--- src/source/degu_pkg.sv ---
/*
 * Degu load/store interconnect package.
 * Bus sizes, the address map, size and GPIO register encodings,
 * and the request/response structs shared by every stage.
 */

package degu_pkg;

  ////////////////////
  // bus sizes
  ////////////////////

  // data width and byte lanes
  localparam int unsigned XLEN = 32;
  localparam int unsigned BLEN = XLEN/8;
  localparam int unsigned BLOG = $clog2(BLEN);

  // data memory word address width, 4 KiB
  localparam int unsigned MEM_ADR_W = 10;

  ////////////////////
  // address map
  ////////////////////

  // set for the peripheral window at 0x20_0000
  localparam int unsigned PER_SEL_BIT = 21;
  // inside the peripheral window, GPIO 0x00~0x3f, UART 0x40~0x7f
  localparam int unsigned UART_SEL_BIT = 6;

  // GPIO pin count
  localparam int unsigned GW = 32;

  ////////////////////
  // encodings
  ////////////////////

  // log2 of the transfer size in bytes
  typedef enum logic [1:0] {
    SIZE_BYTE = 2'd0,
    SIZE_HALF = 2'd1,
    SIZE_WORD = 2'd2
  } bus_size_t;

  // GPIO register offsets, address bits 3:2
  typedef enum logic [1:0] {
    GPIO_OUT  = 2'd0,
    GPIO_ENA  = 2'd1,
    GPIO_IN   = 2'd2,
    GPIO_NONE = 2'd3
  } gpio_reg_t;

  ////////////////////
  // bus structs
  ////////////////////

  // request from the load/store port, data right-aligned
  typedef struct packed {
    logic            wen;
    logic [XLEN-1:0] adr;
    bus_size_t       size;
    logic [XLEN-1:0] wdt;
  } lsu_req_t;

  // byte-enable request, data in its lanes
  typedef struct packed {
    logic            wen;
    logic [XLEN-1:0] adr;
    logic [BLEN-1:0] ben;
    logic [XLEN-1:0] wdt;
    logic            mis;
  } ben_req_t;

  // response, full word as stored
  typedef struct packed {
    logic [XLEN-1:0] rdt;
    logic            err;
  } bus_rsp_t;

endpackage: degu_pkg

--- src/source/gpio_controller.sv ---
/*
 * GPIO controller.
 * Output and enable registers with byte-enable writes,
 * a two-stage input synchronizer and a combinational
 * read response. The unused offset answers with an error.
 */

`timescale 1ns/1ps

module gpio_controller (
  input  logic                    clk,
  input  logic                    rst,
  // bus side
  input  logic                    vld,
  input  degu_pkg::ben_req_t      req,
  output degu_pkg::bus_rsp_t      rsp,
  // pins
  output logic [degu_pkg::GW-1:0] gpio_o,
  output logic [degu_pkg::GW-1:0] gpio_e,
  input  logic [degu_pkg::GW-1:0] gpio_i
);

  degu_pkg::gpio_reg_t     reg_sel;
  // input synchronizer stages
  logic [degu_pkg::GW-1:0] gpio_s1;
  logic [degu_pkg::GW-1:0] gpio_s2;

  assign reg_sel = degu_pkg::gpio_reg_t'(req.adr[3:2]);

  // output and enable registers
  always_ff @(posedge clk) begin
    if (rst) begin
      gpio_o <= '0;
      gpio_e <= '0;
    end else if (vld && req.wen) begin
      for (int b = 0; b < degu_pkg::BLEN; b++) begin
        if (req.ben[b]) begin
          case (reg_sel)
            degu_pkg::GPIO_OUT: gpio_o[8*b +: 8] <= req.wdt[8*b +: 8];
            degu_pkg::GPIO_ENA: gpio_e[8*b +: 8] <= req.wdt[8*b +: 8];
            // input register is read-only
            default: ;
          endcase
        end
      end
    end
  end

  // two flops against metastability
  always_ff @(posedge clk) begin
    gpio_s1 <= gpio_i;
    gpio_s2 <= gpio_s1;
  end

  // read mux
  always_comb begin
    rsp.rdt = '0;
    rsp.err = 1'b0;
    case (reg_sel)
      degu_pkg::GPIO_OUT:  rsp.rdt = gpio_o;
      degu_pkg::GPIO_ENA:  rsp.rdt = gpio_e;
      degu_pkg::GPIO_IN:   rsp.rdt = gpio_s2;
      degu_pkg::GPIO_NONE: rsp.err = 1'b1;
    endcase
  end

endmodule: gpio_controller

--- config.mk ---
export PLATFORM = sky130hd
export DESIGN_NAME = gpio_controller
export DESIGN_NICKNAME = d
export VERILOG_FILES = /design/src/source/degu_pkg.sv /design/src/source/gpio_controller.sv
export SDC_FILE = /design/constraint.sdc
export NUM_CORES = 1
export LEC_CHECK = 0
export BUFFER_PORTS_ARGS = -buffer_cell sky130_fd_sc_hd__buf_2
export CORE_AREA = 3 3 101 103
export CTS_BUF_LIST = sky130_fd_sc_hd__clkbuf_2
export DETAILED_ROUTE_END_ITERATION = 16
export DIE_AREA = 0 0 104 106
export PLACE_DENSITY = 0.82
export RECOVER_POWER = 100
export SLEW_MARGIN = 20
export SYNTH_ARGS = -nofsm -noshare
export SYNTH_HDL_FRONTEND = slang
export SYNTH_SLANG_ARGS = --single-unit
--- constraint.sdc ---
create_clock -name clk -period 1.5 [get_ports clk]
set_input_delay 0.075 -clock clk [delete_from_list [all_inputs] [get_ports clk]]
set_output_delay 0.075 -clock clk [all_outputs]
set_load 0.05 [all_outputs]
==> metrics.txt <==
mux cell area share after synthesis=20.55%; hold_ws=-0.01721 ns; Total GRT Usage=29.47%; TritonCTS clock tree=done; placed insts=710; via count=4795; Die Wd=104 um; clk buf depth=2; H-tree Lvls=4; count of cell types in the netlist=15; Area contributors post-synth=dfxtp_1, mux2i_1, nand2b_1; mapped cell area=0.004677 mm2; post-DP HPWL=7887 um; Synth Area in Compound Gates=3.424%; Worst-Margin Slew=0.6525 ns; DR pass1 iterations=6; core area=0.009284 mm2; WP data arrival=1.68 ns; Final #Nets=890; #FFs+latches synth=128; Routed WL=19380 um; Worst-path clk slew=0.23 ns; max_cap viols=0; Tot Pwr=6779 uW; Antenna Violating Nets Remaining=0; RD Place Congestion=0.7336; Mapped Cells=425; Yosys top cell by area=dfxtp_1; top-area cell type share of the netlist area=54.79%; Final setup violation count=40; yosys warns=0; DR iter-0 viols=239; fin crit share=117.1%; worst path required time=1.42 ns; Avg Inst Size Synth=11.00 um2; leakage=0.003872 uW; Worst Skew=0.01439 ns; Cell Count, Final, Fillers Out=928; critical path type=reg2out; first-pass GRT wire length=25700 um; Syn-to-layout area delta=79.67%; RSZ-0062 raised after global routing=yes; Die Y=106 um; main combinational cell family by area after synthesis=multiplexers; Die ar.=0.01102 mm2; Worst-Skew Late Latency=0.71 ns; cell row count=35; final hold vios=3; Cell Pwr Density=806.7 mW/mm2; total grt overflow=0; Starting Density=50.38%; type of origin of the critical path=flip-flop; Synth Area in Adders=0%; I/O Buffers=170; Post-Syn Nets=530; largest net degree at the start of global routing=97; Relative slew margins=56.50%; Clock Root Buffer=clkbuf_2; Max Clk Rate=0.5694 GHz; per-cell routed wire length=20.88 um; post-synthesis xor/xnor area fraction=0%; initial antenna violation count=0; share of layout cells above drive strength 1=47.37%; # DRC=0; Final min period=1.756 ns; I/O pins=202; run status=finished, violations left; vias in the first global route=5037; register area share after synthesis=54.79%; Simple-Gate Fraction of Synth Area=18.19%; critical-path maximum fanout=2; CTS Sinks=128; failing checks=hold timing, setup timing; max-slew violation count=0; TritonCTS buffer count=17; DR vias/cell=5.167; Layout fillers=355; Finished Core Util=90.51%; Worst IR Drop VDD=0.7085 mV; CP Capture Type=output pin; Hold WC Path Type=in2reg; fin worst setup slack=-0.2561 ns
-- synthesized netlist by cell type --
| cell type | instances |
|---|---|
| dfxtp_1 | 128 |
| nand2b_1 | 100 |
| o21ai_0 | 28 |
| clkbuf_1 | 12 |
| buf_6 | 2 |
| nand2_1 | 32 |
| and2b_1 | 1 |
| mux2i_1 | 96 |
| o21ai_1 | 4 |
| buf_4 | 6 |
| buf_2 | 6 |
| nand3_1 | 4 |
| nor2b_1 | 1 |
| nor3_4 | 4 |
| and2_1 | 1 |
-- worst max-delay path: stages (launching register included) --
cell     delay (ns)
dfxtp_2        0.41
mux2i_2        0.29
o21ai_2        0.10
buf_6          0.16
-- timing repair --
action	in CTS	in global routing
hold endpoints to repair	96	11
resized for setup	149	127
setup buffers	50	11
pin swaps	14	4
setup endpoints to repair	32	77
hold buffers	115	11
-- routing by layer --
metal | vias to the layer above | global-route usage [%] | part of all wire, %
li1 | 2140 | - | -
met1 | 2299 | 30.66 | 35
met2 | 266 | 56.17 | 53
met3 | 90 | 7.650 | 6.8
met4 | 0 | 11.87 | 4.9
met5 | - | 0 | 0
-- layout by cell type (no fill, tap or decap), types with 5 or more instances in the layout --
master and instances:
dlygate4sd3_1 126, mux2i_2 11, dfxtp_4 7, buf_8 9, buf_2 88, mux2i_1 81, o21ai_2 32, buf_4 79
dfxtp_1 75, nand2b_1 99, nand2_1 32, inv_6 5, dfxtp_2 46, clkbuf_2 17, buf_6 57
-- layout make-up --
| type | instances | area [um2] | share of cell area, % |
|---|---|---|---|
| antenna | 1 | 2.502 | 0.02978 |
| clock buffer | 17 | 85.08 | 1.013 |
| clock inverter | 15 | 132.6 | 1.578 |
| multi-input combinational | 271 | 2193 | 26.10 |
| sequential | 128 | 2646 | 31.49 |
| tap | 129 | 161.4 | 1.921 |
| timing repair buffer | 367 | 3182 | 37.86 |
-- state kept, by name, indices dropped and copies added (netlist names) --
| signal | count |
|---|---|
| gpio_s1 | 32 |
| gpio_o | 32 |
| gpio_s2 | 32 |
| gpio_e | 32 |
-- cells by family (layout without fill, tap and decap cells) --
logic type             Yosys count  in the layout
AO/OA/AOI/OAI                   32             32
other                            0              1
AND/OR/NAND/NOR                143            143
flip-flops                     128            128
multiplexers                    96             96
buffers and inverters           26            399
-- metrics by stage --
| step | setup WS (ns) | setup TNS [ns] | cell area (um2) |
|---|---|---|---|
| 6_report | -0.2561 | -4.104 | 8403 |
| 4_1_cts | -0.07774 | -1.600 | 7884 |
| 3_5_place_dp | 0.2356 | 0 | 5802 |
| 3_3_place_gp | 0.2810 | 0 | 5802 |
| 5_1_grt | -0.3301 | -8.301 | 8401 |
| 2_1_floorplan | 0.1607 | 0 | 4797 |
-- worst paths after layout --
kind,start,end,slack (ns),depth (start not counted)
setup / recovery,gpio_o[30],rsp[31],-0.26,3
hold / removal,req[69],gpio_e[29],-0.02,4
setup reg to reg,gpio_o[29],gpio_o[29],0.05,5
hold reg to reg,gpio_s1[0],gpio_s2[0],0.34,0
-- power breakdown --
group	switching [uW]	internal (uW)	leakage (uW)
Sequential	53.6	3510	0.00109
Clock	1490	613	0.000129
Combinational	584	525	0.00266
Power figures use the tool's default switching activity.
