[src/source/degu_pkg.sv]
/*
 * Degu load/store interconnect package.
 * Bus sizes, the address map, size and GPIO register encodings,
 * and the request/response structs shared by every stage.
 */

package degu_pkg;

  ////////////////////
  // bus sizes
  ////////////////////

  // data width and byte lanes
  localparam int unsigned XLEN = 32;
  localparam int unsigned BLEN = XLEN/8;
  localparam int unsigned BLOG = $clog2(BLEN);

  // data memory word address width, 4 KiB
  localparam int unsigned MEM_ADR_W = 10;

  ////////////////////
  // address map
  ////////////////////

  // set for the peripheral window at 0x20_0000
  localparam int unsigned PER_SEL_BIT = 21;
  // inside the peripheral window, GPIO 0x00~0x3f, UART 0x40~0x7f
  localparam int unsigned UART_SEL_BIT = 6;

  // GPIO pin count
  localparam int unsigned GW = 32;

  ////////////////////
  // encodings
  ////////////////////

  // log2 of the transfer size in bytes
  typedef enum logic [1:0] {
    SIZE_BYTE = 2'd0,
    SIZE_HALF = 2'd1,
    SIZE_WORD = 2'd2
  } bus_size_t;

  // GPIO register offsets, address bits 3:2
  typedef enum logic [1:0] {
    GPIO_OUT  = 2'd0,
    GPIO_ENA  = 2'd1,
    GPIO_IN   = 2'd2,
    GPIO_NONE = 2'd3
  } gpio_reg_t;

  ////////////////////
  // bus structs
  ////////////////////

  // request from the load/store port, data right-aligned
  typedef struct packed {
    logic            wen;
    logic [XLEN-1:0] adr;
    bus_size_t       size;
    logic [XLEN-1:0] wdt;
  } lsu_req_t;

  // byte-enable request, data in its lanes
  typedef struct packed {
    logic            wen;
    logic [XLEN-1:0] adr;
    logic [BLEN-1:0] ben;
    logic [XLEN-1:0] wdt;
    logic            mis;
  } ben_req_t;

  // response, full word as stored
  typedef struct packed {
    logic [XLEN-1:0] rdt;
    logic            err;
  } bus_rsp_t;

endpackage: degu_pkg

[src/source/peripheral_bridge.sv]
/*
 * Peripheral bridge.
 * Registers the peripheral request, decodes the GPIO and
 * UART windows, gives the error response for the UART
 * window and registers the chosen response.
 */

`timescale 1ns/1ps

module peripheral_bridge (
  input  logic               clk,
  input  logic               rst,
  // from the decoder
  input  logic               vld,
  input  degu_pkg::ben_req_t req,
  output logic               rsp_vld,
  output degu_pkg::bus_rsp_t rsp,
  // GPIO controller
  output logic               gpio_vld,
  output degu_pkg::ben_req_t gpio_req,
  input  degu_pkg::bus_rsp_t gpio_rsp
);

  logic               vld_q;
  degu_pkg::ben_req_t req_q;
  logic               sel_uart;
  degu_pkg::bus_rsp_t rsp_d;

  ////////////////////
  // request register
  ////////////////////

  always_ff @(posedge clk) begin
    if (rst) begin
      vld_q <= 1'b0;
    end else begin
      vld_q <= vld;
    end
  end

  // payload loaded on acceptance only
  always_ff @(posedge clk) begin
    if (vld) begin
      req_q <= req;
    end
  end

  // window decode on the registered address
  assign sel_uart = req_q.adr[degu_pkg::UART_SEL_BIT];

  assign gpio_vld = vld_q & ~sel_uart;
  assign gpio_req = req_q;

  ////////////////////
  // response register
  ////////////////////

  // no UART behind the bridge, error with zero data
  always_comb begin
    if (sel_uart) begin
      rsp_d.rdt = '0;
      rsp_d.err = 1'b1;
    end else begin
      rsp_d = gpio_rsp;
    end
  end

  always_ff @(posedge clk) begin
    if (rst) begin
      rsp_vld <= 1'b0;
    end else begin
      rsp_vld <= vld_q;
    end
  end

  always_ff @(posedge clk) begin
    if (vld_q) begin
      rsp <= rsp_d;
    end
  end

endmodule: peripheral_bridge

[config.mk]
export PLATFORM = sky130hd
export DESIGN_NAME = peripheral_bridge
export DESIGN_NICKNAME = d
export VERILOG_FILES = /design/src/source/degu_pkg.sv /design/src/source/peripheral_bridge.sv
export SDC_FILE = /design/constraint.sdc
export NUM_CORES = 1
export LEC_CHECK = 0
export BUFFER_PORTS_ARGS = -buffer_cell sky130_fd_sc_hd__buf_2
export CAP_MARGIN = 15
export CORE_UTILIZATION = 41
export CTS_BUF_LIST = sky130_fd_sc_hd__clkbuf_8 sky130_fd_sc_hd__clkbuf_16
export CTS_CLUSTER_DIAMETER = 80
export CTS_CLUSTER_SIZE = 12
export DETAILED_ROUTE_END_ITERATION = 6
export PLACE_DENSITY_LB_ADDON = 0.3
export RECOVER_POWER = 100
export SYNTH_ARGS = -nofsm -noshare
export SYNTH_HDL_FRONTEND = slang
export SYNTH_SLANG_ARGS = --single-unit
[constraint.sdc]
create_clock -name clk -period 1.8 [get_ports clk]
set_clock_uncertainty 0.1 [all_clocks]
set_input_delay 0.36 -clock clk [delete_from_list [all_inputs] [get_ports clk]]
set_output_delay 0.36 -clock clk [all_outputs]
set_load 0.05 [all_outputs]
==> impl_metrics.env <==
export IMPL_cts_buffers_inserted=9
export IMPL_power_density_nw_per_um2=1110
export IMPL_hold_depth=2
export IMPL_synth_xor_xnor_area_share_pct=0
export IMPL_internal_power_uw=3574
export IMPL_status="finished clean"
export IMPL_vias=2108
export IMPL_drt_total_wl_mm=7.093
export IMPL_yosysWarningCount=0
export IMPL_final_nets=473
export IMPL_avgViaCountPerCell=4.447
export IMPL_dr_pass1_iters=4
export IMPL_dieArea_um2=8613
export IMPL_synth_area_mux_share_pct=0
export IMPL_avgRoutedWirePerCell_um=14.96
export IMPL_grt_pass1_wl_mm=10.22
export IMPL_r2r_cells=1
export IMPL_port_buffers=210
export IMPL_rsz0062_at_grt="false"
export IMPL_async_flop_share_pct=0
export IMPL_fp_dieH_um=92.81
export IMPL_synth_cell_types=7
export IMPL_boundaryPins=211
export IMPL_worst_path_largest_cell_delay_ps=410
export IMPL_p_seq_share_pct=56.6
export IMPL_drtIter0Drc=63
export IMPL_pwr_share_clk_pct=26.1
export IMPL_design_area_um2=4647
export IMPL_drc=0
export IMPL_hp_class="in2reg"
export IMPL_place_gp_congestion=0.7240
export IMPL_yosys_top_cells_area="edfxtp_1, nor2b_1, dfxtp_1"
export IMPL_hold_viol_final=0
export IMPL_synth_top_family_by_area="simple AND/OR/NAND/NOR gates"
export IMPL_rows=32
export IMPL_finalPower_uw=5157
export IMPL_initial_core_util_pct=43.08
export IMPL_path_clk_slew_ps=90
export IMPL_antenna_found_initial=0
export IMPL_diodes=0
export IMPL_synth_commonest_cells="edfxtp_1, nor2b_1, buf_2, dfxtp_1"
export IMPL_worstPathMaxFanout=23
export IMPL_r2r_start="vld_q"
export IMPL_synth_edf_count=103
export IMPL_cp_buffers_inverters=2
export IMPL_die_w_um=92.81
export IMPL_crit_type="reg2out"
export IMPL_min_to="vld_q"
export IMPL_grt_ovfl_total=0
export IMPL_crit_chain="buf_6, buf_4"
export IMPL_cp_arrival_ps=1210
export IMPL_synthFlopType="edfxtp_1"
export IMPL_postCtsSetupBuffers=0
export IMPL_setup_viol=0
export IMPL_max_vdd_ir_drop_mv=0.4020
export IMPL_synth_most_common_cell="edfxtp_1"
export IMPL_switching_share_pct=30.69
export IMPL_slowest_stage="edfxtp_1"
export IMPL_worst_slew_pin_slew_ps=696.9
export IMPL_ys_ff_latch=105
export IMPL_syn_inst=144
export IMPL_ant_nets=0
export IMPL_required_ps=1340
export IMPL_dpl_hpwl_mm=5.343
export IMPL_grt_usage_pct=16.53
export IMPL_min_delay_start="rst"
export IMPL_setup_tns_ps=0
export IMPL_period_needed_ps=1668
export IMPL_timing_rr_end="rsp[16]"
export IMPL_drive_gt1_share_pct=37.90
export IMPL_worst_setup_path_start_kind="flip-flop"
export IMPL_synthSimpleGateAreaFrac_pct=6.699
export IMPL_cts_buffer_depth=2
export IMPL_whs_ps=60.71
export IMPL_crit_family="buffers and inverters"
export IMPL_cts_hold_fix_buffers=0
export IMPL_synth_compound_area_share_pct=0
export IMPL_cts_root_buffer="clkbuf_8"
export IMPL_cts_tree="yes"
export IMPL_clk_insertion_delay_late_ps=350
export IMPL_max_freq_mhz=599.6
export IMPL_p_leak_uw=0.001802
export IMPL_finalCritPeriodShare_pct=92.65
export IMPL_rrSetupSlack_ps=340
export IMPL_first_global_vias=2111
export IMPL_post_dp_cell_area_um2=4604
export IMPL_synth_top_area_cell="edfxtp_1"
export IMPL_maxCapViolations=0
export IMPL_cp_end_kind="output port"
export IMPL_cts_sinks=105
export IMPL_synth_adder_area_share_pct=0
export IMPL_slew_headroom_pct=53.54
export IMPL_synthesis_area_um2=3381
export IMPL_p_comb_share_pct=17.3
export IMPL_switchingPower_uw=1582
export IMPL_grt_start_max_net_pins=38
export IMPL_ys_seq_area_share_pct=92.67
export IMPL_core_um2=7848
export IMPL_area_growth_syn_to_layout_pct=37.45
export IMPL_syn_num_nets=250
export IMPL_drv_slew=0
export IMPL_synth_top_area_share_pct=91.49
export IMPL_cts_htree_levels=3
export IMPL_syn_avg_cell_area_um2=23.48
==> power by group through the flow <==
stage	Combinational, µW	Clock [µW]	Sequential [µW]
2_1_floorplan	50.2	0	3550
3_3_place_gp	941	0	2960
3_5_place_dp	949	0	2970
4_1_cts	950	1400	2910
5_1_grt	933	1490	2930
6_report	894	1350	2920
==> state kept, by name, indices dropped and copies added, names as in the netlist <==
signal	count
vld_q	1
rsp	33
gpio_req	70
rsp_vld	1
==> worst max path at each step <==
stage | start | to | slack [ps] | cells after the start
final | gpio_req[43] | gpio_req[43] | 130 | 2
after global routing | gpio_req[43] | gpio_req[43] | 50 | 2
after CTS | gpio_req[43] | gpio_req[43] | 50 | 2
after detailed placement | gpio_req[43] | gpio_req[43] | 400 | 2
after global placement | gpio_req[43] | gpio_req[43] | 400 | 2
after floorplan | gpio_req[43] | gpio_vld | 10 | 2
==> layout by cell type, fill, tap and decap left out, types with 2 or more instances in the layout <==
master,count
clkbuf_1,89
edfxtp_1,103
inv_6,4
buf_2,103
buf_1,2
clkbuf_8,9
clkbuf_2,18
nor2b_1,33
==> logic make-up (layout without fill, tap and decap cells) <==
| group | Yosys count | after routing |
|---|---|---|
| flip-flops | 105 | 105 |
| AND/OR/NAND/NOR | 36 | 36 |
| buffers and inverters | 3 | 231 |
==> timing repair <==
item | in CTS | in global routing
setup endpoints to repair | 1 | 1
gates resized for setup | 1 | 1
endpoints found under the hold margin | 0 | 0
==> metal layers <==
layer  GRT usage [%]  up-vias  part of all wire (%)
met2           28.00      137                    50
met5               0        -                     0
met1           18.49      976                    37
met3           6.322        9                    11
met4           7.308        0                   1.3
li1                -      986                     -
==> through the flow <==
stage / setup WS, ps / cells / util (%)
after detailed placement: 395.1 / 458 / 58.67
final: 132.3 / 474 / 59.22
after floorplan: 10.93 / 144 / -
after global routing: 54.25 / 474 / 59.22
after CTS: 47.10 / 474 / 61.03
after global placement: 399.9 / 458 / 58.67
==> cell type report <==
| cell class | instances | area, µm² |
|---|---|---|
| clock buffers | 9 | 123.9 |
| clock inverters | 7 | 58.81 |
| repair buffers | 215 | 973.4 |
| fillers | 693 | 3201 |
| well taps | 102 | 127.6 |
| flip-flops and latches | 105 | 3134 |
| multi-input cells | 36 | 229.0 |
(Power assumes the default switching activity.)
