File: config.mk
export PLATFORM = sky130hd
export DESIGN_NAME = lsu_lane_align
export DESIGN_NICKNAME = d
export VERILOG_FILES = /design/src/source/degu_pkg.sv /design/src/source/lsu_lane_align.sv
export SDC_FILE = /design/constraint.sdc
export NUM_CORES = 1
export LEC_CHECK = 0
export BUFFER_PORTS_ARGS = -buffer_cell sky130_fd_sc_hd__buf_4
export CELL_PAD_IN_SITES_DETAIL_PLACEMENT = 1
export CELL_PAD_IN_SITES_GLOBAL_PLACEMENT = 2
export CORE_AREA = 4 4 91 93
export DETAILED_ROUTE_END_ITERATION = 7
export DIE_AREA = 0 0 95 97
export GPL_TIMING_DRIVEN = 0
export PLACE_DENSITY = 0.84
export SYNTH_ARGS = -nofsm -noshare
export SYNTH_HDL_FRONTEND = slang
export SYNTH_SLANG_ARGS = --single-unit
File: constraint.sdc
create_clock -name vclk -period 2
set_input_delay 0.2 -clock vclk [all_inputs]
set_output_delay 0.2 -clock vclk [all_outputs]
set_load 0.01 [all_outputs]
File: src/source/degu_pkg.sv
/*
 * Degu load/store interconnect package.
 * Bus sizes, the address map, size and GPIO register encodings,
 * and the request/response structs shared by every stage.
 */

package degu_pkg;

  ////////////////////
  // bus sizes
  ////////////////////

  // data width and byte lanes
  localparam int unsigned XLEN = 32;
  localparam int unsigned BLEN = XLEN/8;
  localparam int unsigned BLOG = $clog2(BLEN);

  // data memory word address width, 4 KiB
  localparam int unsigned MEM_ADR_W = 10;

  ////////////////////
  // address map
  ////////////////////

  // set for the peripheral window at 0x20_0000
  localparam int unsigned PER_SEL_BIT = 21;
  // inside the peripheral window, GPIO 0x00~0x3f, UART 0x40~0x7f
  localparam int unsigned UART_SEL_BIT = 6;

  // GPIO pin count
  localparam int unsigned GW = 32;

  ////////////////////
  // encodings
  ////////////////////

  // log2 of the transfer size in bytes
  typedef enum logic [1:0] {
    SIZE_BYTE = 2'd0,
    SIZE_HALF = 2'd1,
    SIZE_WORD = 2'd2
  } bus_size_t;

  // GPIO register offsets, address bits 3:2
  typedef enum logic [1:0] {
    GPIO_OUT  = 2'd0,
    GPIO_ENA  = 2'd1,
    GPIO_IN   = 2'd2,
    GPIO_NONE = 2'd3
  } gpio_reg_t;

  ////////////////////
  // bus structs
  ////////////////////

  // request from the load/store port, data right-aligned
  typedef struct packed {
    logic            wen;
    logic [XLEN-1:0] adr;
    bus_size_t       size;
    logic [XLEN-1:0] wdt;
  } lsu_req_t;

  // byte-enable request, data in its lanes
  typedef struct packed {
    logic            wen;
    logic [XLEN-1:0] adr;
    logic [BLEN-1:0] ben;
    logic [XLEN-1:0] wdt;
    logic            mis;
  } ben_req_t;

  // response, full word as stored
  typedef struct packed {
    logic [XLEN-1:0] rdt;
    logic            err;
  } bus_rsp_t;

endpackage: degu_pkg

File: src/source/lsu_lane_align.sv
/*
 * Load/store lane alignment.
 * Turns a log-size request into a byte-enable request,
 * shifts write data into the addressed lanes and flags
 * misaligned half and word accesses. Purely combinational.
 */

`timescale 1ns/1ps

module lsu_lane_align (
  input  degu_pkg::lsu_req_t req,
  output degu_pkg::ben_req_t ben_req
);

  // byte offset inside the word
  logic [degu_pkg::BLOG-1:0] off;
  // lanes of the transfer before the shift
  logic [degu_pkg::BLEN-1:0] size_ben;
  // write data cut to the transfer size
  logic [degu_pkg::XLEN-1:0] size_wdt;
  // alignment check
  logic                      mis;

  assign off = req.adr[degu_pkg::BLOG-1:0];

  ////////////////////
  // size decode
  ////////////////////

  always_comb begin
    case (req.size)
      degu_pkg::SIZE_BYTE: begin
        size_ben = 4'b0001;
        size_wdt = {24'h00_0000, req.wdt[7:0]};
        // any offset is fine for a byte
        mis      = 1'b0;
      end
      degu_pkg::SIZE_HALF: begin
        size_ben = 4'b0011;
        size_wdt = {16'h0000, req.wdt[15:0]};
        // odd address
        mis      = off[0];
      end
      degu_pkg::SIZE_WORD: begin
        size_ben = 4'b1111;
        size_wdt = req.wdt;
        // not a multiple of four
        mis      = |off;
      end
      default: begin
        // undefined size code, treated as an error
        size_ben = 4'b0000;
        size_wdt = '0;
        mis      = 1'b1;
      end
    endcase
  end

  ////////////////////
  // lane shift
  ////////////////////

  always_comb begin
    ben_req.wen = req.wen;
    ben_req.adr = req.adr;
    ben_req.ben = size_ben << off;
    // offset in bytes to offset in bits
    ben_req.wdt = size_wdt << {off, 3'b000};
    ben_req.mis = mis;
  end

endmodule: lsu_lane_align

==> results of run 1 <==
## per-stage QoR
stage          cell area [µm²]  instances  setup slack, ns  utilization [%]
2_1_floorplan             1023        148           0.1750                -
5_1_grt                   2008        352          0.02747            26.68
3_3_place_gp              1939        355          -0.1414            25.76
3_5_place_dp              1939        355          -0.1738            25.76
4_1_cts                   1993        354         0.009858            26.48
6_report                  2008        352          0.09774            26.68
## power by group through the flow
stage               sequential [mW]  clock (mW)  combinational, mW
finish                            0           0              0.452
global route                      0           0              0.490
CTS                               0           0              0.456
detailed placement                0           0              0.439
global placement                  0           0              0.431
floorplan                         0           0              0.213
## cell usage in the layout (no fill, tap or decap)
master,n
buf_4,130
a221o_1,16
nand3_1,16
nor2_1,11
a21oi_1,11
buf_6,11
and3_1,9
mux2i_1,9
and2_1,8
buf_2,4
ha_1,4
clkbuf_1,2
inv_1,2
o21ai_0,2
and3_4,2
inv_2,1
or3_4,1
nor2b_1,1
or2_4,1
nor2_2,1
or2b_1,1
buf_1,1
nor3_2,1
nor4_4,1
nor3b_2,1
inv_4,1
nand3b_1,1
ha_4,1
## worst paths after layout
| check | startpoint | to | slack, ns |
|---|---|---|---|
| max | req[32] | ben_req[26] | 0.1 |
| min | req[40] | ben_req[43] | 0.58 |
## cell type report
type               instances  area [µm²]  area share [%]
multi-input cells         98       732.0           36.45
inverters                  4       17.52          0.8723
plain buffers             42       297.8           14.83
well taps                102       127.6           6.355
repair buffers           106       833.3           41.50
## cells by family after synthesis
family                   after synthesis  share of synthesized area [%]
AND/OR/NAND/NOR                       55                          30.07
buffers and inverters                 50                          33.01
AO/OA/AOI/OAI                         29                          22.00
multiplexers                           9                          8.802
adder cells (fa/ha/maj)                5                          6.112
## worst max-delay path, stage by stage
cell	delay [ns]
buf_6	0.09
inv_4	0.04
ha_1	0.18
or3_4	0.38
buf_6	0.13
and3_4	0.19
a221o_1	0.36
buf_6	0.13
## routing by layer
layer  vias up  routed length (µm)  global-route usage [%]
met4         0                  25                  0.4440
met3         2                 537                   2.799
met5         -                   0                       0
met1       643                1856                   11.66
met2        66                2828                   20.17
li1        704                   -                       -
## what timing repair did
| item | 4_1_cts | 5_1_grt |
|---|---|---|
| gates resized for setup | 17 | 6 |
| endpoints found under the setup margin | 16 | 23 |
| hold buffers | 0 | 0 |
| buffers inserted | 1 | 0 |
| pin swaps | 5 | 1 |
| endpoints found under the hold margin | 0 | 0 |
==> flow_summary.toml, run 1 <==
[run_status]
status = "finished clean"

[global_routing]
grt_usage_pct = 10.43
first_global_vias = 1517
grt_max_degree = 11
grt_pass1_wl_um = 7976
antenna_found_initial = 0
grt_overflow_total = 0

[place]
portBuffers = 105
dp.final_hpwl_um = 4688
place_congestion = 0.7655

[routing]
vias = 1415
drt_iter0_markers = 28
ant_nets = 0
avgViaCountPerCell = 4.020
routed_wl_um = 5248
routedWlPerCell_um = 14.91
route.detailed.drc = 0
drtPass1Iterations = 3

[finish]
ff_latch_area_um2 = 0
syn2layout_area_growth_pct = 96.21
clockBufferCount = 0
num_antenna_cells = 0
drive_gt1_share_pct = 62.40
num-nets-final = 324
fillers = 976
nFlopsAndLatches = 0

[logic_synthesis]
syn-num-nets = 220
synth_area_leaders = "buf_4, a221o_1, mux2i_1"
netlist_area_um2 = 1023
synth.avg_cell_area_um2 = 6.915
syn_inst = 148
synth_most_common_cell = "buf_4"
synth_top_area_share_pct = 24.94
synthTopCellsByCount = "buf_4, a221o_1, nand3_1"
synth_warnings = 0
ys_types = 24
synth_top_area_cell = "buf_4"
synth-seq-area-share_pct = 0

[die]
io_pins = 137
num_rows = 32
die_h_um = 97
core_area_um2 = 7527
die_x_um = 95
die-area_um2 = 9215
start_util_pct = 13.60

[pwr]
power.density_nw_per_um2 = 225.0
combPwrFrac_pct = 100.0
power.internal_mw = 0.2529
p_switching_mw = 0.1990
power_frac_clock_pct = 0
p_total_mw = 0.4519
ir_drop_mv = 0.04130
pwr-share-seq_pct = 0
netSwitchingFraction_pct = 44.04
leakagePower_nw = 1.051

[setup_path]
startpoint_type = "input port"
worstSetupEndpointType = "output pin"
worstPathRequired_ns = 1.80
setup.worst_path.class = "in -> out"
critPathMaxFanout = 8
arrival_ns = 1.70

[hold_path]
worstHoldPathType = "in -> out"
worstHoldPathCells = 2

[sta]
fmax_ghz = 0.5257
min_period_ns = 1.902
whs_ns = 0.5769
max-slew-margin-rel_pct = 60.81
setup_viol = 0
rsz0062_at_grt = "no"
fin_tns_setup_ns = 0
drv_slew = 0
hold_viol_final = 0
post-route-period-util_pct = 95.11
max_slew.worst_pin.slew_ns = 0.5878

[job]
cap_violations = 0
Power figures use the tool's default switching activity.
==> run 2, diff against run 1 <==
--- a/config.mk
+++ b/config.mk
@@ -5,7 +5,7 @@
 export SDC_FILE = /design/constraint.sdc
 export NUM_CORES = 1
 export LEC_CHECK = 0
-export BUFFER_PORTS_ARGS = -buffer_cell sky130_fd_sc_hd__buf_4
+export BUFFER_PORTS_ARGS = -buffer_cell sky130_fd_sc_hd__buf_2
 export CELL_PAD_IN_SITES_DETAIL_PLACEMENT = 1
 export CELL_PAD_IN_SITES_GLOBAL_PLACEMENT = 2
 export CORE_AREA = 4 4 91 93
==> flow_summary.toml, run 2 (synthesis results as in run 1) <==
[global_routing]
grt_usage_pct = 10.02
antenna_found_initial = 0
grt_pass1_wl_um = 7534
first_global_vias = 1426
grt_overflow_total = 0
grt_max_degree = 11

[die]
core_area_um2 = 7527
io_pins = 137
die_h_um = 97
num_rows = 32
die-area_um2 = 9215
start_util_pct = 13.60
die_x_um = 95

[routing]
highest_layer = "met4"
drtPass1Iterations = 4
dr_wl_met2_um = 2682
ant_nets = 0
met1_length_um = 1828
avgViaCountPerCell = 4.054
route.detailed.drc = 0
route.met3.wl_um = 555
routed_wl_um = 5079
drt_iter0_markers = 51
vias = 1427
routedWlPerCell_um = 14.43

[pwr]
leakagePower_nw = 0.9791
ir_drop_mv = 0.03285
power.density_nw_per_um2 = 220.0
p_total_mw = 0.3787

[setup_path]
startpoint_type = "input port"
critPathMaxStageDelay_ns = 0.38
worstPathRequired_ns = 1.80
critPathMaxFanout = 8
setup.worst_path.class = "in -> out"
worstSetupEndpointType = "output pin"
arrival_ns = 1.72
cp_slowest_cell = "or3_1"
crit_chain = "buf_4 > inv_4 > ha_1 > or3_1 > buf_6 > and3_4 > a221o_1 > buf_2"

[job]
cap_violations = 0

[finish]
fillers = 977
most-common-layout-cells = "buf_2, buf_4, a221o_1, nand3_1"
post-route-util_pct = 22.87
num-nets-final = 324
num_antenna_cells = 0
clockBufferCount = 0
syn2layout_area_growth_pct = 68.21
multi_input_area_um2 = 734.5
ff_latch_area_um2 = 0
final_common_cell = "buf_2"
nFlopsAndLatches = 0
drive_gt1_share_pct = 62.40

[sta]
fin_ws_ns = 0.07835
drv_slew = 0
fmax_ghz = 0.5204
max-slew-margin-rel_pct = 61.85
max_slew.worst_pin.slew_ns = 0.5722
hold_viol_final = 0
rsz0062_at_grt = "no"
whs_ns = 0.5841
post-route-period-util_pct = 96.08
fin_tns_setup_ns = 0
setup_viol = 0
min_period_ns = 1.922

[run_status]
status = "finished clean"

[place]
place_congestion = 0.7681
pre_cts_slack_ns = -0.1940
portBuffers = 105
dp.final_hpwl_um = 4555

[clocking]
hold_buffers = 0

[hold_path]
worstHoldPathType = "in -> out"
==> run 2: routing by layer <==
metal,GRT usage [%],up-vias
met5,0,-
met4,0,0
met3,2.488,2
met2,19.79,78
met1,11.14,643
li1,-,704
==> run 2: worst max-delay path: cells and delay by family <==
kind	cells	cell delay (ns)
AND/OR/NAND/NOR	2	0.57
AO/OA/AOI/OAI	1	0.34
adder cells (fa/ha/maj)	1	0.18
buffers and inverters	4	0.44
==> run 2: worst paths after layout <==
check	from	end	slack, ns	cells past startpoint
worst max-delay path	req[32]	ben_req[31]	0.08	8
worst min-delay path	req[42]	ben_req[45]	0.58	2
==> run 2: timing repair <==
item | in CTS | in global routing
setup endpoints to repair | 16 | 20
pin swaps | 6 | 0
endpoints found under the hold margin | 0 | 0
setup buffers | 1 | 0
gates resized for setup | 11 | 6
==> run 2: stage by stage <==
step | instances | instance area (µm²)
floorplan | 148 | 1023
global placement | 355 | 1677
detailed placement | 355 | 1677
CTS | 353 | 1695
global route | 352 | 1722
finish | 352 | 1722
==> run 2: layout make-up <==
cell class,instances,area share [%]
timing repair buffer,106,31.61
buffer,42,17.30
inverter,4,1.017
tap,102,7.413
multi-input combinational,98,42.66
==> run 2: where the power goes <==
part / leakage [nW] / internal, mW / switching, mW / total, mW
clock: 0 / 0 / 0 / 0
combinational: 0.979 / 0.186 / 0.192 / 0.379
sequential: 0 / 0 / 0 / 0
