==> src/source/degu_pkg.sv <==
/*
 * Degu load/store interconnect package.
 * Bus sizes, the address map, size and GPIO register encodings,
 * and the request/response structs shared by every stage.
 */

package degu_pkg;

  ////////////////////
  // bus sizes
  ////////////////////

  // data width and byte lanes
  localparam int unsigned XLEN = 32;
  localparam int unsigned BLEN = XLEN/8;
  localparam int unsigned BLOG = $clog2(BLEN);

  // data memory word address width, 4 KiB
  localparam int unsigned MEM_ADR_W = 10;

  ////////////////////
  // address map
  ////////////////////

  // set for the peripheral window at 0x20_0000
  localparam int unsigned PER_SEL_BIT = 21;
  // inside the peripheral window, GPIO 0x00~0x3f, UART 0x40~0x7f
  localparam int unsigned UART_SEL_BIT = 6;

  // GPIO pin count
  localparam int unsigned GW = 32;

  ////////////////////
  // encodings
  ////////////////////

  // log2 of the transfer size in bytes
  typedef enum logic [1:0] {
    SIZE_BYTE = 2'd0,
    SIZE_HALF = 2'd1,
    SIZE_WORD = 2'd2
  } bus_size_t;

  // GPIO register offsets, address bits 3:2
  typedef enum logic [1:0] {
    GPIO_OUT  = 2'd0,
    GPIO_ENA  = 2'd1,
    GPIO_IN   = 2'd2,
    GPIO_NONE = 2'd3
  } gpio_reg_t;

  ////////////////////
  // bus structs
  ////////////////////

  // request from the load/store port, data right-aligned
  typedef struct packed {
    logic            wen;
    logic [XLEN-1:0] adr;
    bus_size_t       size;
    logic [XLEN-1:0] wdt;
  } lsu_req_t;

  // byte-enable request, data in its lanes
  typedef struct packed {
    logic            wen;
    logic [XLEN-1:0] adr;
    logic [BLEN-1:0] ben;
    logic [XLEN-1:0] wdt;
    logic            mis;
  } ben_req_t;

  // response, full word as stored
  typedef struct packed {
    logic [XLEN-1:0] rdt;
    logic            err;
  } bus_rsp_t;

endpackage: degu_pkg

==> src/source/lsu_bus_decoder.sv <==
/*
 * Load/store bus decoder.
 * Sends each accepted request to the data memory or to the
 * peripheral bridge, turns misaligned requests into an error
 * response, keeps responses in order and stalls the request
 * port for one cycle after a peripheral acceptance.
 */

`timescale 1ns/1ps

module lsu_bus_decoder (
  input  logic                          clk,
  input  logic                          rst,
  // request port
  input  logic                          req_vld,
  input  degu_pkg::ben_req_t            ben_req,
  output logic                          req_rdy,
  // data memory
  output logic                          mem_vld,
  output degu_pkg::ben_req_t            mem_req,
  input  logic [degu_pkg::XLEN-1:0]     mem_rdt,
  // peripheral bridge
  output logic                          per_vld,
  output degu_pkg::ben_req_t            per_req,
  input  logic                          per_rsp_vld,
  input  degu_pkg::bus_rsp_t            per_rsp,
  // response port
  output logic                          rsp_vld,
  output degu_pkg::bus_rsp_t            rsp
);

  // what the request of the last cycle expects back
  typedef enum logic [1:0] {
    ORD_NONE   = 2'd0,
    ORD_MEM_RD = 2'd1,
    ORD_MEM_WR = 2'd2,
    ORD_ERR    = 2'd3
  } ord_t;

  logic hsk;
  logic sel_per;
  ord_t ord_d;
  ord_t ord_q;
  // request port blocked for one cycle
  logic stall;

  ////////////////////
  // request side
  ////////////////////

  assign req_rdy = ~stall;
  assign hsk     = req_vld & req_rdy;

  // address map, peripherals above 0x20_0000
  assign sel_per = ben_req.adr[degu_pkg::PER_SEL_BIT];

  // misaligned requests reach neither target
  assign mem_vld = hsk & ~ben_req.mis & ~sel_per;
  assign per_vld = hsk & ~ben_req.mis &  sel_per;
  assign mem_req = ben_req;
  assign per_req = ben_req;

  // record for the response cycle
  always_comb begin
    if (!hsk) begin
      ord_d = ORD_NONE;
    end else if (ben_req.mis) begin
      ord_d = ORD_ERR;
    end else if (sel_per) begin
      // bridge brings its own valid
      ord_d = ORD_NONE;
    end else if (ben_req.wen) begin
      ord_d = ORD_MEM_WR;
    end else begin
      ord_d = ORD_MEM_RD;
    end
  end

  always_ff @(posedge clk) begin
    if (rst) begin
      ord_q <= ORD_NONE;
      // port stays closed for the first cycle out of reset
      stall <= 1'b1;
    end else begin
      ord_q <= ord_d;
      // keeps the memory response clear of the bridge response
      stall <= per_vld;
    end
  end

  ////////////////////
  // response merge
  ////////////////////

  always_comb begin
    case (ord_q)
      ORD_MEM_RD: begin
        rsp_vld = 1'b1;
        rsp.rdt = mem_rdt;
        rsp.err = 1'b0;
      end
      ORD_MEM_WR: begin
        rsp_vld = 1'b1;
        rsp.rdt = '0;
        rsp.err = 1'b0;
      end
      ORD_ERR: begin
        // rdt zero on error
        rsp_vld = 1'b1;
        rsp.rdt = '0;
        rsp.err = 1'b1;
      end
      default: begin
        rsp_vld = per_rsp_vld;
        rsp     = per_rsp;
      end
    endcase
  end

endmodule: lsu_bus_decoder

==> config.mk <==
export PLATFORM = sky130hd
export DESIGN_NAME = lsu_bus_decoder
export DESIGN_NICKNAME = d
export VERILOG_FILES = /design/src/source/degu_pkg.sv /design/src/source/lsu_bus_decoder.sv
export SDC_FILE = /design/constraint.sdc
export NUM_CORES = 1
export LEC_CHECK = 0
export BUFFER_PORTS_ARGS = -buffer_cell sky130_fd_sc_hd__buf_2
export CORE_AREA = 8 8 116 118
export CTS_CLUSTER_DIAMETER = 200
export DETAILED_ROUTE_END_ITERATION = 12
export DIE_AREA = 0 0 124 126
export HOLD_SLACK_MARGIN = 0.15
export PLACE_DENSITY = 0.63
export SLEW_MARGIN = 0
export SYNTH_ARGS = -nofsm -noshare
export SYNTH_HDL_FRONTEND = slang
export SYNTH_SLANG_ARGS = --single-unit
==> constraint.sdc <==
create_clock -name clk -period 2.1 [get_ports clk]
set_input_delay 0.315 -clock clk [delete_from_list [all_inputs] [get_ports clk]]
set_output_delay 0.315 -clock clk [all_outputs]
set_load 0.1 [all_outputs]
==> impl_metrics.json, run 1 <==
{
  "outcome": "finished, final reports clean",
  "ant_nets": 0,
  "viasPerCell": 3.44,
  "worst_setup_path_category": "reg2out",
  "io_buffer_count": 114,
  "floorplan.initialDensity_pct": 14.8,
  "worst-slew-pin-transition_ps": 496,
  "irDropWorstVdd_mv": 0.251,
  "die_outline_area_um2": 15600,
  "gates_resized_cts_repair": 0,
  "dpl.cell_count": 343,
  "slew_viol_final": 0,
  "place.detailed.hpwl_mm": 4.39,
  "power_leakage_nw": 0.745,
  "syn_nets": 367,
  "drc": 0,
  "synth.yosys.seq_area_share_pct": 3.47,
  "sequential_cell_area_um2": 62.6,
  "yosys-top-cells-area": "sky130_fd_sc_hd__buf_4, sky130_fd_sc_hd__mux2i_1, sky130_fd_sc_hd__nor2_1",
  "cts.reportedPaths.clkPinSlew_ps": 30,
  "numClockSinks": 3,
  "worst_setup_path_end_kind": "primary output",
  "design.core.area_um2": 11700,
  "groute.usage.overall_pct": 5.30,
  "setup_tns_ps": 0,
  "detailedRoute.firstIterationViolations": 26,
  "syn2layout_area_growth_pct": -9.55,
  "hold_path_class": "in2reg",
  "placement_rows": 40,
  "drive_gt1_share_pct": 71.0,
  "ys_ff_latch": 3,
  "multi_input_area_um2": 586,
  "pin_count": 316,
  "worst_path_cell_chain": "buf_12 > mux2i_1 > nor2_2 > buf_2",
  "hold_buffers": 0,
  "ys_warn_count": 0,
  "synthesis.instances": 228,
  "cts_tree": "done",
  "cts_setup_buffers": 0,
  "library_cell_used_as_clock_root_buffer": "sky130_fd_sc_hd__clkbuf_16",
  "netlist_area_um2": 1730,
  "antenna_violations_before_repair": 4,
  "rsz0062_at_grt": "false",
  "first_pass_grt_wire_length_mm": 6.29,
  "first_pass_iters": 2,
  "crit_path_start_kind": "register",
  "max_freq_mhz": 561,
  "finalWirelength_mm": 5.08,
  "die-height_um": 126,
  "cts_buf_count": 3,
  "timing.max_slew.rel_slack_pct": 67.2,
  "report.final.hold_viol_count": 0,
  "largest_net_degree_at_the_start_of_global_routing": 36,
  "worst_path_largest_cell_delay_ps": 430,
  "average_wire_per_standard_cell_um": 14.5,
  "clock_path_buffers": 2,
  "synth_cell_types": 18,
  "clock_latency_ps": 220,
  "final_min_period_over_clock_period_pct": 84.9,
  "cts_htree_levels": 1,
  "netlist.area_leader.share_pct": 60.8,
  "final_cell_count_no_fill": 349,
  "via_count": 1200,
  "gpl.final_weighted_congestion": 0.631,
  "slowest_stage": "sky130_fd_sc_hd__buf_2",
  "crit_required_ps": 1780,
  "fill_cells": 1345,
  "min_period_ps": 1780,
  "power_density_nw_per_um2": 669,
  "overflow": 0,
  "worst_clock_skew_ps": 0.236,
  "grt_pass1_vias": 1189,
  "cap_violations": 0,
  "yosys.area.top_type": "sky130_fd_sc_hd__buf_4",
  "finish_stage_setup_viols": 0,
  "worstPathMaxFanout": 35,
  "post_synth.cell_area_avg_um2": 7.58,
  "die_w_um": 124,
  "final_nets": 340,
  "worst_ep_arrival_time_ps": 1470
}
==> routing by layer <==
| layer | global-route usage, % | share of wire (%) | wire, um |
|---|---|---|---|
| met1 | 3.46 | 25 | 1250 |
| met2 | 8.29 | 39 | 1980 |
| met3 | 4.60 | 28 | 1420 |
| met4 | 5.74 | 7.5 | 383 |
| met5 | 0 | 0.81 | 41 |
==> synthesized netlist by cell type <==
master                     number
sky130_fd_sc_hd__and4bb_2       1
sky130_fd_sc_hd__buf_12         3
sky130_fd_sc_hd__buf_2          2
sky130_fd_sc_hd__buf_4        140
sky130_fd_sc_hd__buf_6          1
sky130_fd_sc_hd__clkbuf_1       2
sky130_fd_sc_hd__dfxtp_1        3
sky130_fd_sc_hd__inv_1          2
sky130_fd_sc_hd__mux2i_1       32
sky130_fd_sc_hd__nand2_1        1
sky130_fd_sc_hd__nand2b_1       1
sky130_fd_sc_hd__nor2_1        33
sky130_fd_sc_hd__nor2b_1        1
sky130_fd_sc_hd__nor4b_1        1
sky130_fd_sc_hd__o2111a_1       2
sky130_fd_sc_hd__o21ai_0        1
sky130_fd_sc_hd__or2_1          1
sky130_fd_sc_hd__or3_1          1
==> report_power, final <==
part           switching (W)  internal [W]
combinational       0.000540      0.000139
sequential        0.00000383     0.0000602
clock              0.0000529      0.000251
==> layout make-up <==
| type | count | area share, % |
|---|---|---|
| repair buffers | 116 | 41.0 |
| multi-input cells | 75 | 37.4 |
| well taps | 147 | 11.8 |
| clock buffers | 4 | 5.04 |
| flip-flops and latches | 3 | 4.00 |
| inverters | 2 | 0.480 |
| diodes | 2 | 0.320 |
==> final timing paths <==
check                                         start                  end  slack (ps)  cells after the start
worst max-delay path            ord_q[0]$_SDFF_PP0_               rsp[3]         320                      4
worst min-delay path                            rst     stall$_SDFF_PP1_         300                      2
worst max register to register     stall$_SDFF_PP1_     stall$_SDFF_PP1_        1130                      2
worst min register to register     stall$_SDFF_PP1_  ord_q[1]$_SDFF_PP0_         630                      2
==> sequential cells by signal, summed over array words and instances, names as in the netlist <==
register and flops:
ord_q 2, stall 1
==> logic make-up (layout without fill, tap and decap cells) <==
| family | count (synthesis) | count (layout) | synth area share [%] |
|---|---|---|---|
| compound gates | 3 | 3 | 1.59 |
| other cells | 0 | 2 | 0 |
| simple gates | 40 | 40 | 10.1 |
| mux | 32 | 32 | 18.5 |
| flops | 3 | 3 | 3.47 |
| buf+inv | 150 | 122 | 66.4 |
==> critical path: cells and delay by family (launching register included) <==
| kind | cells | cell delay (ps) |
|---|---|---|
| AND/OR/NAND/NOR | 1 | 90 |
| buffers and inverters | 2 | 660 |
| flip-flops | 1 | 330 |
| multiplexers | 1 | 130 |
==> cells in the final DEF, fill, tap and decap left out, types with 2 or more instances in the layout <==
master / count
sky130_fd_sc_hd__o2111a_1: 2
sky130_fd_sc_hd__nor2_2: 18
sky130_fd_sc_hd__clkbuf_16: 3
sky130_fd_sc_hd__buf_12: 4
sky130_fd_sc_hd__diode_2: 2
sky130_fd_sc_hd__inv_1: 2
sky130_fd_sc_hd__mux2i_1: 32
sky130_fd_sc_hd__buf_2: 112
sky130_fd_sc_hd__nor2_1: 15
sky130_fd_sc_hd__dfxtp_2: 2
==> per-stage QoR <==
step	setup WS [ps]	total power [W]	hold slack [ps]	instance area [um^2]	util (%)
after CTS	297	0.00106	294	1560	13.3
after floorplan	-154	0.00182	415	1790	-
final	316	0.00105	296	1560	13.4
after detailed placement	539	0.000750	522	1480	12.6
after global routing	233	0.00108	318	1560	13.3
after global placement	549	0.000746	520	1480	12.6
No activity file was read; power rests on OpenSTA's default activity.
==> run 2: changes to the inputs <==
ABC_AREA = 1   (was default)
CORE_AREA = 8 8 118 120   (was 8 8 116 118)
DIE_AREA = 0 0 126 128   (was 0 0 124 126)
PLACE_DENSITY = 0.62   (was 0.63)
clock period = 1.8 ns   (was 2.1 ns; I/O delays follow)
==> run 2 against run 1 <==
  * Global-route usage grew 1.8 points
  * Critical endpoint is now rsp[27]
  * First-iteration DRC count grew 27%
  * Clock-buffer cell count is the same
  * Flip-flop and latch count is the same
  * Cell area grew 32%
==> impl_metrics.json, run 2 <==
{
  "report.final.hold_viol_count": 0,
  "synth_most_common_cell": "sky130_fd_sc_hd__buf_4",
  "overflow": 0,
  "place.detailed.hpwl_mm": 5.44,
  "worst_ep_arrival_time_ps": 1340,
  "finish_stage_setup_viols": 0,
  "ys_ff_latch": 3,
  "timing.max_slew.rel_slack_pct": 65.8,
  "numClockSinks": 3,
  "commonest_non_fill_non_tap_cell_in_the_layout": "sky130_fd_sc_hd__buf_2",
  "outcome": "finished, final reports clean",
  "gpl.final_weighted_congestion": 0.746,
  "cap_violations": 0,
  "average_wire_per_standard_cell_um": 16.1,
  "die_outline_area_um2": 16100,
  "power.share.switching_pct": 52.2,
  "clock_power_share_pct": 23.6,
  "crit_path_start_kind": "register",
  "final_min_period_over_clock_period_pct": 89.6,
  "yosys.area.top_type": "sky130_fd_sc_hd__buf_4",
  "biggest_register": "ord_q",
  "post_synth.cell_area_avg_um2": 6.49,
  "io_buffer_count": 114,
  "cts_buf_count": 3,
  "diodes": 0,
  "setup_tns_ps": 0,
  "synth_enable_flop_cells": 0,
  "synth-async-reset-ratio_pct": 0,
  "final_nets": 383,
  "finalWirelength_mm": 6.31,
  "synthFlopType": "sky130_fd_sc_hd__dfxtp_1",
  "dpl.cell_count": 389,
  "synth_cell_types": 13,
  "rsz0062_at_grt": "false",
  "highest_count_cells_in_the_layout_ignoring_fill_and_taps": "sky130_fd_sc_hd__buf_2, sky130_fd_sc_hd__nand2_1, sky130_fd_sc_hd__buf_12",
  "largest_net_degree_at_the_start_of_global_routing": 34,
  "hold_path_class": "in2reg",
  "syn_nets": 410,
  "design.core.area_um2": 12200,
  "layout_top_registers": "ord_q: 2 flops, stall: 1 flops",
  "power_leakage_nw": 1.07,
  "ant_nets": 0,
  "detailedRoute.firstIterationViolations": 33,
  "crit_required_ps": 1530,
  "antenna_violations_before_repair": 0,
  "drive_gt1_share_pct": 57.2,
  "netlist.area_leader.share_pct": 60.6,
  "slew_viol_final": 0,
  "groute.usage.overall_pct": 7.13,
  "floorplan.initialDensity_pct": 14.4,
  "combinational_share_of_power_pct": 71.3,
  "yosys-top-cells-area": "sky130_fd_sc_hd__buf_4, sky130_fd_sc_hd__nand2_1, sky130_fd_sc_hd__nand3_1",
  "viasPerCell": 3.50,
  "max_freq_mhz": 620,
  "cts_tree": "done",
  "via_count": 1376,
  "library_cell_used_as_clock_root_buffer": "sky130_fd_sc_hd__clkbuf_16",
  "min_period_ps": 1610,
  "synthesis.instances": 271,
  "final_design_area_no_fill_um2": 2060,
  "worstPathMaxFanout": 33,
  "synth.yosys.seq_area_share_pct": 3.41,
  "worst_clock_skew_ps": 0.374,
  "clock_latency_ps": 220,
  "die-height_um": 128,
  "final_cell_count_no_fill": 393,
  "irDropWorstVdd_mv": 0.227,
  "hold_buffers": 0,
  "post_synth_most_frequent_cells": "sky130_fd_sc_hd__buf_4, sky130_fd_sc_hd__nand2_1, sky130_fd_sc_hd__nand3_1",
  "first_pass_iters": 4,
  "cts.reportedPaths.clkPinSlew_ps": 30,
  "share_seq_of_total_power_pct": 5.1,
  "dpl_cell_area_um2": 1970,
  "netlist_area_um2": 1760,
  "internal-power_w": 0.000707,
  "placement_rows": 41,
  "worst-slew-pin-transition_ps": 516,
  "power_density_nw_per_um2": 719,
  "worst_setup_path_end_kind": "primary output",
  "die_w_um": 126,
  "worst_setup_path_category": "reg2out",
  "clock_path_buffers": 2,
  "drc": 0,
  "largest_register_ff_count": 2,
  "power_switching_w": 0.000773,
  "syn2layout_area_growth_pct": 17.0,
  "pin_count": 316,
  "grt_pass1_vias": 1446,
  "cts_htree_levels": 1,
  "ys_warn_count": 0,
  "first_pass_grt_wire_length_mm": 8.94
}
==> run 2: power groups by stage <==
stage	Sequential [W]	Clock [W]	Combinational [W]
global placement	0.0000756	0	0.00106
CTS	0.0000746	0.000355	0.00107
floorplan	0.0000737	0	0.00206
finish	0.0000750	0.000350	0.00105
global route	0.0000753	0.000361	0.00110
detailed placement	0.0000755	0	0.00106
==> run 2: layer usage <==
layer	up-vias	GRT usage, %	routed length [um]
met4	0	4.46	361
met1	513	6.41	1890
met2	173	10.1	2630
met3	54	6.74	1430
li1	636	-	-
met5	-	1.63	0
==> run 2: logic make-up (layout without fill, tap and decap cells) <==
group                  Yosys count  in the layout  synth area share (%)
flip-flops                       3              3                  3.41
AO/OA/AOI/OAI                    1              1                 0.284
AND/OR/NAND/NOR                110            110                  29.8
buffers and inverters          157            129                  66.5
==> run 2: worst max-delay path, stage by stage, from the launching register on <==
cell	delay [ps]
sky130_fd_sc_hd__dfxtp_2	370
sky130_fd_sc_hd__buf_6	300
sky130_fd_sc_hd__nand3_1	120
sky130_fd_sc_hd__nand2_1	130
sky130_fd_sc_hd__buf_12	180
==> run 2: final cells by class <==
class / count / area, um^2
multi-input combinational: 111 / 537
tap: 150 / 188
fill: 1371 / 10200
inverter: 7 / 36.3
clock buffer: 4 / 78.8
sequential: 3 / 63.8
timing repair buffer: 118 / 1150
==> run 2: what timing repair did <==
| action | 4_1_cts | 5_1_grt |
|---|---|---|
| gates resized for setup | 0 | 3 |
| buffers inserted | 0 | 0 |
| setup endpoints to repair | 0 | 9 |
==> run 2: metrics by stage <==
stage          total power (W)  hold WS (ps)  util (%)  setup WS (ps)
2_1_floorplan          0.00214           375         -           19.6
3_3_place_gp           0.00114           504      16.2            251
6_report               0.00148           276      16.9            187
3_5_place_dp           0.00114           506      16.2            269
5_1_grt                0.00153           301      16.9           67.0
4_1_cts                0.00150           279      16.8           31.6
==> run 2: final timing paths <==
path | from | slack, ps | endpoint | depth (start not counted)
min | rst | 280 | stall$_SDFF_PP1_ | 3
max reg2reg | stall$_SDFF_PP1_ | 1050 | stall$_SDFF_PP1_ | 3
min reg2reg | stall$_SDFF_PP1_ | 610 | ord_q[0]$_SDFF_PP0_ | 3
max | ord_q[0]$_SDFF_PP0_ | 190 | rsp[27] | 4
